**src/mem_cfg.svh**
```systemverilog
`ifndef MEM_CFG_SVH
`define MEM_CFG_SVH

// external bus geometry
`define MEM_ADDR_W 24         // byte address, 16M space
`define MEM_DATA_W 16         // one bus beat

// extra cycles added to every bus beat
// a beat lasts MEM_WAIT_STATES+1 enabled cycles
// range 0..7, the beat timer is 3 bits wide
`define MEM_WAIT_STATES 1

// register side values (md, mdata, xsp) are two beats wide
// i.e. 2*MEM_DATA_W = 32 bits
// long accesses are split low half first, address then address+2

// word and long addresses must be even
// byte accesses may use either lane
//   even address -> bus_dout[7:0]
//   odd address  -> bus_dout[15:8]
// byte writes drive the same byte on both lanes,
// memory picks its lane from the address

`endif

```
**src/bus_pkg.sv**
```systemverilog
// types for the bus cycle sequencing
package bus_pkg;

    // controller state, one state per beat
    typedef enum logic [1:0] {
        ST_IDLE  = 2'd0,    // waiting for req
        ST_BEAT0 = 2'd1,    // first beat, address as given
        ST_BEAT1 = 2'd2     // second beat of a long, address+2
    } state_e;

    // operation latched at the start of an access
    typedef enum logic [1:0] {
        OP_NONE  = 2'd0,
        OP_READ  = 2'd1,
        OP_WRITE = 2'd2
    } op_e;

endpackage

```
**src/mem_pkg.sv**
```systemverilog
// types seen by the microcode side of the memory unit
package mem_pkg;

    // where the access address comes from
    typedef enum logic [1:0] {
        EA_DA = 2'd0,   // address from register unit
        EA_SP = 2'd1,   // stack pointer, low 24 bits of xsp
        EA_EA = 2'd2,   // latched effective address
        EA_PC = 2'd3    // program counter, fetches
    } ea_sel_e;

    // access size as requested by microcode
    typedef enum logic [1:0] {
        SZ_BYTE = 2'd0, // one beat, one lane
        SZ_WORD = 2'd1, // one beat, both lanes
        SZ_LONG = 2'd2  // two beats, low half first
    } size_e;
    // 2'd3 unused, treated like a byte

    // long accesses need the second beat
    function automatic logic is_long(size_e sz);
        return sz == SZ_LONG;
    endfunction

    // byte accesses select or replicate lanes
    function automatic logic is_byte(size_e sz);
        return sz != SZ_WORD && sz != SZ_LONG;
    endfunction

endpackage

```
**src/mem_addr_gen.sv**
```systemverilog
`timescale 1ns/100ps
`include "mem_cfg.svh"

// effective address register and bus address for each beat
module mem_addr_gen (
    input  logic                        clk,
    input  logic                        rst,
    input  logic                        cen,
    input  logic                        start,
    input  logic                        beat,     // move to upper half
    input  logic                        da2ea,
    input  mem_pkg::ea_sel_e            ea_sel,
    input  logic [`MEM_ADDR_W-1:0]      da,
    input  logic [`MEM_ADDR_W-1:0]      pc,
    input  logic [2*`MEM_DATA_W-1:0]    xsp,
    output logic [`MEM_ADDR_W-1:0]      ea,
    output logic [`MEM_ADDR_W-1:0]      bus_addr
);

    logic [`MEM_ADDR_W-1:0] nx_addr;    // address of the first beat

    always_comb begin
        case (ea_sel)
            mem_pkg::EA_DA: nx_addr = da;
            mem_pkg::EA_SP: nx_addr = xsp[`MEM_ADDR_W-1:0];   // upper xsp bits ignored
            mem_pkg::EA_EA: nx_addr = ea;
            default:        nx_addr = pc;                       // EA_PC, fetch
        endcase
    end

    // ea loads whenever microcode asks, busy or not
    always_ff @(posedge clk or posedge rst) begin
        if (rst) begin
            ea <= '0;
        end else if (cen && da2ea) begin
            ea <= da;
        end
    end

    // bus_addr only moves at beat boundaries
    always_ff @(posedge clk or posedge rst) begin
        if (rst) begin
            bus_addr <= '0;
        end else if (cen) begin
            if (start) begin
                bus_addr <= nx_addr;
            end else if (beat) begin
                bus_addr <= bus_addr + `MEM_ADDR_W'(2);   // next word, even
            end
        end
    end

endmodule

```
**src/mem_ctrl.sv**
```systemverilog
`timescale 1ns/100ps

// sequences the beats of one access
// strobes and busy are decoded straight from state/op flops
module mem_ctrl (
    input  logic            clk,
    input  logic            rst,
    input  logic            cen,
    input  logic            req,
    input  logic            wr,
    input  mem_pkg::size_e  size,
    input  logic            beat_last,     // last cycle of current beat
    output logic            start,         // accepted request, this edge
    output logic            beat,          // beat0 -> beat1 this edge
    output logic            timer_run,
    output logic            capture,       // read data valid this edge
    output logic            bus_rd,
    output logic            bus_wr,
    output logic            busy
);

    bus_pkg::state_e state;
    bus_pkg::op_e    op;
    logic            long_q;               // second beat pending

    assign busy      = state != bus_pkg::ST_IDLE;
    assign bus_rd    = op == bus_pkg::OP_READ;
    assign bus_wr    = op == bus_pkg::OP_WRITE;
    assign timer_run = busy;               // timer only counts inside a beat

    // req ignored while busy or frozen
    assign start   = cen && req && !busy;
    assign beat    = cen && beat_last && long_q && state == bus_pkg::ST_BEAT0;
    assign capture = beat_last && bus_rd;  // sample bus_dout at beat end

    always_ff @(posedge clk or posedge rst) begin
        if (rst) begin
            state  <= bus_pkg::ST_IDLE;
            op     <= bus_pkg::OP_NONE;
            long_q <= 1'b0;
        end else if (cen) begin
            case (state)
                bus_pkg::ST_IDLE: begin
                    if (start) begin
                        state  <= bus_pkg::ST_BEAT0;
                        op     <= wr ? bus_pkg::OP_WRITE : bus_pkg::OP_READ;
                        long_q <= mem_pkg::is_long(size);
                    end
                end
                bus_pkg::ST_BEAT0: begin
                    if (beat) begin
                        state <= bus_pkg::ST_BEAT1;    // upper half next
                    end else if (beat_last) begin
                        state <= bus_pkg::ST_IDLE;     // byte/word done
                        op    <= bus_pkg::OP_NONE;
                    end
                end
                bus_pkg::ST_BEAT1: begin
                    if (beat_last) begin
                        state  <= bus_pkg::ST_IDLE;
                        op     <= bus_pkg::OP_NONE;
                        long_q <= 1'b0;
                    end
                end
                default: begin
                    state <= bus_pkg::ST_IDLE;         // unused encoding
                    op    <= bus_pkg::OP_NONE;
                end
            endcase
        end
    end

endmodule

```
**src/mem_data_path.sv**
```systemverilog
`timescale 1ns/100ps
`include "mem_cfg.svh"

// write lane placement and read data assembly
module mem_data_path (
    input  logic                        clk,
    input  logic                        rst,
    input  logic                        cen,
    input  logic                        start,
    input  logic                        beat,
    input  logic                        capture,
    input  mem_pkg::size_e              size,
    input  logic                        addr_lsb,   // bus_addr[0], held through the beat
    input  logic [2*`MEM_DATA_W-1:0]    md,
    input  logic [`MEM_DATA_W-1:0]      bus_dout,
    output logic [`MEM_DATA_W-1:0]      bus_din,
    output logic [2*`MEM_DATA_W-1:0]    mdata
);

    localparam int HW = `MEM_DATA_W / 2;    // lane width

    mem_pkg::size_e           size_q;
    logic                     second;       // in upper beat of a long
    logic                     final_beat;
    logic [`MEM_DATA_W-1:0]   md_hi;        // upper half for beat 1
    logic [`MEM_DATA_W-1:0]   low_q;        // first beat of a long read
    logic [HW-1:0]            rd_byte;

    // odd address reads the high lane
    assign rd_byte    = addr_lsb ? bus_dout[`MEM_DATA_W-1:HW] : bus_dout[HW-1:0];
    assign final_beat = !mem_pkg::is_long(size_q) || second;

    always_ff @(posedge clk or posedge rst) begin
        if (rst) begin
            bus_din <= '0;
            mdata   <= '0;
            size_q  <= mem_pkg::SZ_BYTE;
            second  <= 1'b0;
        end else if (cen) begin
            if (start) begin
                size_q  <= size;
                second  <= 1'b0;
                // bytes go on both lanes, memory picks by address
                bus_din <= mem_pkg::is_byte(size) ? {2{md[HW-1:0]}} : md[`MEM_DATA_W-1:0];
            end else if (beat) begin
                second  <= 1'b1;
                bus_din <= md_hi;
            end
            if (capture && final_beat) begin
                case (size_q)
                    mem_pkg::SZ_WORD: mdata <= {{`MEM_DATA_W{1'b0}}, bus_dout};
                    mem_pkg::SZ_LONG: mdata <= {bus_dout, low_q};   // little endian
                    default:          mdata <= {{(2*`MEM_DATA_W-HW){1'b0}}, rd_byte};
                endcase
            end
        end
    end

    // upper write half and low read half
    always_ff @(posedge clk) begin
        if (cen) begin
            if (start) md_hi <= md[2*`MEM_DATA_W-1:`MEM_DATA_W];
            if (capture && !final_beat) low_q <= bus_dout;
        end
    end

endmodule

```
**src/mem_unit.sv**
```systemverilog
`timescale 1ns/100ps
`include "mem_cfg.svh"

// memory access unit top, 16-bit bus with 24-bit addresses
module mem_unit (
    input  logic                        clk,
    input  logic                        rst,
    input  logic                        cen,
    // microcode
    input  logic                        req,
    input  logic                        wr,
    input  mem_pkg::ea_sel_e            ea_sel,
    input  mem_pkg::size_e              size,
    input  logic                        da2ea,
    // register unit
    input  logic [`MEM_ADDR_W-1:0]      da,
    input  logic [`MEM_ADDR_W-1:0]      pc,
    input  logic [2*`MEM_DATA_W-1:0]    xsp,
    input  logic [2*`MEM_DATA_W-1:0]    md,
    // external bus
    input  logic [`MEM_DATA_W-1:0]      bus_dout,
    output logic [`MEM_ADDR_W-1:0]      bus_addr,
    output logic [`MEM_DATA_W-1:0]      bus_din,
    output logic                        bus_rd,
    output logic                        bus_wr,
    // results
    output logic [`MEM_ADDR_W-1:0]      ea,
    output logic [2*`MEM_DATA_W-1:0]    mdata,
    output logic                        busy
);

    logic start, beat, timer_run, beat_last, capture;

    mem_ctrl u_ctrl (
        .clk(clk), .rst(rst), .cen(cen),
        .req(req), .wr(wr), .size(size), .beat_last(beat_last),
        .start(start), .beat(beat), .timer_run(timer_run), .capture(capture),
        .bus_rd(bus_rd), .bus_wr(bus_wr), .busy(busy)
    );

    mem_wait_timer u_timer (
        .clk(clk), .rst(rst), .cen(cen),
        .timer_run(timer_run), .beat_last(beat_last)
    );

    mem_addr_gen u_addr (
        .clk(clk), .rst(rst), .cen(cen),
        .start(start), .beat(beat), .da2ea(da2ea), .ea_sel(ea_sel),
        .da(da), .pc(pc), .xsp(xsp),
        .ea(ea), .bus_addr(bus_addr)
    );

    mem_data_path u_data (
        .clk(clk), .rst(rst), .cen(cen),
        .start(start), .beat(beat), .capture(capture), .size(size),
        .addr_lsb(bus_addr[0]),     // byte lane select
        .md(md), .bus_dout(bus_dout),
        .bus_din(bus_din), .mdata(mdata)
    );

endmodule

```
**src/mem_wait_timer.sv**
```systemverilog
`timescale 1ns/100ps
`include "mem_cfg.svh"

// counts the wait states of a bus beat
// beat_last marks the final cycle, beat restarts from zero after it
module mem_wait_timer (
    input  logic clk,
    input  logic rst,
    input  logic cen,
    input  logic timer_run,     // high for every cycle of an access
    output logic beat_last
);

    localparam logic [2:0] WAIT_LAST = 3'(`MEM_WAIT_STATES);

    logic [2:0] cnt;            // cycles spent in current beat

    // combinational, so the controller steps on the same edge
    assign beat_last = timer_run && cnt == WAIT_LAST;

    always_ff @(posedge clk or posedge rst) begin
        if (rst) begin
            cnt <= '0;
        end else if (cen) begin
            if (!timer_run || beat_last) begin
                cnt <= '0;      // idle or beat boundary
            end else begin
                cnt <= cnt + 3'd1;
            end
        end
    end

endmodule

```
**config.mk**
```make
export PLATFORM = sky130hd
export DESIGN_NAME = mem_unit
export DESIGN_NICKNAME = d
export VERILOG_FILES = /design/src/bus_pkg.sv /design/src/mem_pkg.sv /design/src/mem_addr_gen.sv /design/src/mem_ctrl.sv /design/src/mem_data_path.sv /design/src/mem_unit.sv /design/src/mem_wait_timer.sv
export VERILOG_INCLUDE_DIRS = /design/src
export SDC_FILE = /design/constraint.sdc
export NUM_CORES = 1
export LEC_CHECK = 0
export ABC_AREA = 1
export BUFFER_PORTS_ARGS = -buffer_cell sky130_fd_sc_hd__buf_4
export CORE_UTILIZATION = 56
export CTS_BUF_LIST = sky130_fd_sc_hd__clkbuf_8 sky130_fd_sc_hd__clkbuf_16
export CTS_CLUSTER_DIAMETER = 200
export CTS_CLUSTER_SIZE = 12
export DETAILED_ROUTE_END_ITERATION = 8
export PLACE_DENSITY_LB_ADDON = 0.12
export SLEW_MARGIN = 15
export SYNTH_ARGS = -nofsm -noshare
export SYNTH_HDL_FRONTEND = slang
export SYNTH_SLANG_ARGS = --single-unit
```
**constraint.sdc**
```tcl
create_clock -name clk -period 5.4 [get_ports clk]
set_clock_uncertainty 0.15 [all_clocks]
set_input_delay 1.08 -clock clk [delete_from_list [all_inputs] [get_ports clk]]
set_output_delay 1.08 -clock clk [all_outputs]
set_load 0.005 [all_outputs]
```
Word-level counts from Yosys, hierarchy flattened

Index checks and enable logic that the tools add are counted.

Add/subtract/negate cells: 2
Eq/ne operators: 15
Mux-type cells: 23
Reduce and logical (&&, ||, !) cells: 28

Operator list:

| operator                                            | count |
|---|---|
| one-hot mux 24 bit (3 select lines)                 | 1 |
| one-hot mux 32 bit (2 select lines)                 | 1 |
| 2-to-1 mux 16 bit                                   | 3 |
| 2-to-1 mux 24 bit                                   | 2 |
| adder 24 x 2 -> 24 bit, second input constant       | 1 |
| 2-to-1 mux 2 bit                                    | 7 |
| one-hot mux 2 bit (3 select lines)                  | 2 |
| logical AND 1 bit                                   | 11 |
| equality test 2 bit, second input constant          | 5 |
| AND reduction 2 bit                                 | 5 |
| equality test 2 x 1 -> 1 bit, second input constant | 4 |
| 2-to-1 mux 8 bit                                    | 1 |
| != test 2 bit, second input constant                | 3 |
| nonzero test 2 bit                                  | 3 |
| zero test 2 bit                                     | 2 |
| 2-to-1 mux 1 bit                                    | 4 |
| != test 2 x 1 -> 1 bit, second input constant       | 2 |
| AND reduction 4 bit                                 | 1 |
| adder 3 x 1 -> 3 bit, second input constant         | 1 |
| equality test 3 x 1 -> 1 bit, second input constant | 1 |
| zero test 1 bit                                     | 3 |
| 2-to-1 mux 3 bit                                    | 1 |
| AND reduction 3 bit                                 | 1 |
| logical OR 1 bit                                    | 2 |
| one-hot mux 1 bit (2 select lines)                  | 1 |

Register bits after elaboration: 139
Bits of input ports: 138
Output and inout bits: 99

Depth between registers and ports, before layout

Word-level depth: 7
Mapped depth: 12
Depth with buffers taken out: 12

Cells and area by module

Synthesis repeated with hierarchy kept, for this count alone.

Cells, all modules: 940
Area total of the unflattened synthesis: 7427.1 um2

Modules (own cells, without submodules):

| module         | instances | cells an instance | area each (um2) | sequential area each (um2) |
|---|---|---|---|---|
| mem_data_path  | 1         | 384               | 3614.7          | 2237.1 |
| mem_addr_gen   | 1         | 465               | 3186.8          | 1201.2 |
| mem_ctrl       | 1         | 63                | 431.7           | 125.1 |
| mem_wait_timer | 1         | 28                | 193.9           | 75.1 |

Worst setup path before layout

No wires, ideal clock.

Path type: input port to flip-flop
Start point: input port cen
End point: register u_data.low_q[0] (enable)
Library setup time: 0.388 ns
Data arrival time: 2.197 ns
Required time: 4.862 ns
Slack: 2.665 ns
Stages on the path: 5
Buffers on the path: 1
Cell sequence: buf_2 > inv_2 > nor2_8 > nand2_1 > nor2_1

Cells in the longest elaborated chain, start to end: 1

Ends and longest elaborated chain:

| what                          | line                | source |
|---|---|---|
| start, declared               | mem_unit.sv:8       | `input logic cen,` |
| AND reduction 2 bit (no line) | n/a                 |  |
| end signal, assigned          | mem_data_path.sv:63 | `if (capture && !final_beat) low_q <= bus_dout;` |
| end, declared                 | mem_data_path.sv:26 | `` logic [`MEM_DATA_W-1:0] low_q; `` |

Every way passes these cells.
A chain may end at the register's enable or synchronous reset.

Worst setup path in the final report

Start point: register u_data.size_q[0]
End point: register u_data.mdata[3]

Cells in the longest elaborated chain, start to end: 5
Elaborated cells between the ends (all ways): 7
Classes of those cells: eq/ne: 2; mux: 1; reduce/logical: 4

Ends and longest elaborated chain:

| what                          | line                               | source |
|---|---|---|
| start, declared               | mem_data_path.sv:22                | `mem_pkg::size_e size_q;` |
| start signal, assigned        | mem_data_path.sv:37                | `size_q <= mem_pkg::SZ_BYTE;` |
| start signal, assigned        | mem_data_path.sv:41                | `size_q <= size;` |
| equality test 2 bit           | mem_pkg.sv:22, mem_data_path.sv:50 |  |
| zero test 1 bit               | mem_data_path.sv:31                | `assign final_beat = !mem_pkg::is_long(size_q) \|\| second;` |
| logical OR 1 bit              | mem_data_path.sv:31                |  |
| logical AND 1 bit             | mem_data_path.sv:49                | `if (capture && final_beat) begin` |
| AND reduction 2 bit (no line) | n/a                                |  |
| end signal, assigned          | mem_data_path.sv:51                | `` mem_pkg::SZ_WORD: mdata <= {{`MEM_DATA_W{1'b0}}, bus_dout}; `` |
| end signal, assigned          | mem_data_path.sv:52                | `mem_pkg::SZ_LONG: mdata <= {bus_dout, low_q};` |
| end signal, assigned          | mem_data_path.sv:53                | `` default: mdata <= {{(2*`MEM_DATA_W-HW){1'b0}}, rd_byte}; `` |
| end, declared                 | mem_data_path.sv:17                | `` output logic [2*`MEM_DATA_W-1:0] mdata `` |

Parallel ways exist; a longest one is shown, timed or not.

==> impl_metrics.ini <==
[run_status]
outcome = complete, no violations

[flow_run]
drv.max_cap_violation_count = 0

[logic_synthesis]
synth_edf_count = 32
mappedNetlistNets = 1063
synth.yosys.seq_area_share_pct = 49.4
synth_top_area_share_pct = 36.3
synth_area_leaders = dfrtp_1 (36%), nand2_1 (16%), edfxtp_1 (13%), o21ai_0 (5.6%), inv_1 (4.7%)
yosysWarnings = 0
syn-mean-instance-area_um2 = 8.05
post_synth_inst_count = 915
synthDistinctLibCells = 40
post_synth_top_area_cell = dfrtp_1
netlist_area_um2 = 7370
async_reset_ff_share_pct = 77.0
synth_flop_cell = dfrtp_1
ys_seq_elements = 139

[worst_setup_path]
timing.critical_path.to_type = register
criticalPathCategory = register to register
worstPathArrival_ps = 3480
crit_required_ps = 5570
worst-r2r-cell-count = 9
worst_setup_path_start_kind = register
timing.critical_path.fanout_max = 49

[routing]
num_vias = 6941
drcViolationCount = 0
post_drt_wl_per_cell_um = 15.8
via_per_inst = 5.30
ant_nets = 0
postRouteWirelength_um = 20700
drt_first_pass_iters = 5
drt-initial-drc-count = 701

[power_and_ir_drop]
p_leak_nw = 4.77
power_density_over_cell_area_nw_per_um2 = 450
worst_ir_drop_vdd_mv = 0.249
power_mw = 4.34

[global_route]
grt_first_pass_wirelength_um = 31000
pin_count_of_the_biggest_net_entering_global_routing = 78
overflow = 0
number_of_antenna_violations_at_the_first_check_in_global_routing = 0
grt_pass1_vias = 6064
global_route.usage.total_pct = 30.7

[cells_and_area]
insertedDiodeCount = 0
fill_cells = 988
final-seq-area_um2 = 3640
mostFrequentLayoutCells = nand2_1 (305), buf_4 (233), dfrtp_1 (107), inv_1 (92), o21ai_0 (82)
area.growth.synth_to_final_pct = 31.0
post_route_cells_drive_above_1_share_pct = 25.6
finalNetCount = 1272
area_of_the_multi_input_gates_um2 = 3100
layout.cells.most_common = nand2_1

[sta]
rsz_0062_raised_after_global_routing = no
timing.fmax_mhz = 302
totalNegativeSetupSlack_ps = 0
timing_worst_slew_pin_value_ps = 963
finalMaxSlewViolations = 0
report.final.setup_viol = 0
report.final.hold_viol_count = 0
finalWorstPathRequiredPeriod_ps = 3310
max_slew_margin_pct = 35.8
hold_slack_ps = 313
fin_crit_sh_pct = 61.2

[clock_network]
cts_made_buffers = 17
clk_transition_reported_paths_ps = 60
ctsHtreeMaxLevel = 4
clock_sink_count = 139
buffer_levels_on_the_longest_clock_path = 2
insertion_delay_ps = 430
cts_hold_buf = 0
clock-root-buffer = clkbuf_16
cts_setup_buffers = 0
post_cts.resized_instances = 0
cts_tree = built

[die]
number_of_core_rows = 41
initial_core_util_pct = 57.9
die_h_um = 117
die_w_um = 117
design.portCount = 237
fp.coreArea_um2 = 12700
die_area_um2 = 13600

[worst_hold_path]
worst_hold_path.num_cells = 2
worst_hold_path_type = register to register

[place]
buffer_ports.inserted = 228
routabilityCongestion = 0.905
post-dp-hpwl_um = 14700
[layer usage]
| layer | up-vias | global-route usage (%) | wire [um] |
|---|---|---|---|
| met4 | 0 | 10.8 | 407 |
| met5 | - | 0 | 0 |
| li1 | 3404 | - | - |
| met3 | 35 | 8.25 | 1810 |
| met1 | 3209 | 42.2 | 9010 |
| met2 | 293 | 47.0 | 9430 |
[power by group]
part / total, mW / switching, mW / leakage, nW / internal (mW)
sequential: 1.67 / 0.287 / 1.64 / 1.38
clock: 1.14 / 0.458 / 0.284 / 0.678
combinational: 1.54 / 0.821 / 2.85 / 0.719
total: 4.34 / 1.57 / 4.77 / 2.78
[Yosys cell counts, types with 3 or more instances]
library cell,count
dfrtp_1,107
a21oi_1,22
edfxtp_1,32
ha_1,10
nand2_1,305
o31ai_1,17
buf_4,11
o21ai_0,82
inv_1,92
nand4_1,5
o21a_1,9
buf_1,3
inv_2,7
o2111ai_1,7
clkbuf_1,13
buf_6,5
xor2_1,5
o21ai_1,5
nand3_1,34
nor2_1,74
o211ai_1,26
buf_2,11
mux2_2,7
a31oi_1,3
[state kept, by name (all words and copies together) (netlist names), 3 cells and up]
signal	count
u_addr.ea	24
u_addr.bus_addr	24
u_data.md_hi	16
u_data.mdata	32
u_data.low_q	16
u_data.bus_din	16
u_timer.cnt	3
[final timing paths]
check,end,slack (ps),from
max,u_data.mdata[3],2090,u_data.size_q[0]
min,u_data.bus_din[12],310,u_data.md_hi[12]
max reg2reg,u_data.mdata[3],2090,u_data.size_q[0]
min reg2reg,u_data.bus_din[12],310,u_data.md_hi[12]
max in group asynchronous,u_addr.ea[9],3400,rst
min in group asynchronous,u_data.bus_din[4],720,rst
[worst max-delay path, stage by stage (launching register included)]
cell and delay (ps):
dfrtp_1 380, inv_1 60, ha_1 420, inv_2 390
nor2_1 90, inv_1 100, nand3_2 700, inv_2 560
nand3_1 170, o21a_1 140
[area by class of cell]
type | instances | area share, %
multi-input cells | 634 | 32.1
repair buffers | 233 | 18.1
well taps | 172 | 2.23
inverters | 99 | 3.87
clock buffers | 17 | 4.41
clock inverters | 15 | 1.54
flip-flops and latches | 139 | 37.7
[kinds of logic after synthesis]
| logic type | synth area share [%] |
|---|---|
| AND/OR/NAND/NOR | 24.1 |
| AO/OA/AOI/OAI | 14.5 |
| buffers and inverters | 8.49 |
| flip-flops | 49.4 |
| adder cells (fa/ha/maj) | 1.70 |
| XOR/XNOR | 0.832 |
| multiplexers | 1.07 |
[through the flow]
step,setup WS [ps],area (um2),cells,util [%]
6_report,2090,9660,1309,75.9
4_1_cts,2130,9660,1309,75.9
3_5_place_dp,2150,9080,1277,71.4
2_1_floorplan,1350,7370,915,-
5_1_grt,1850,9660,1309,75.9
3_3_place_gp,2140,9080,1277,71.4
Power figures use the tool's default switching activity.
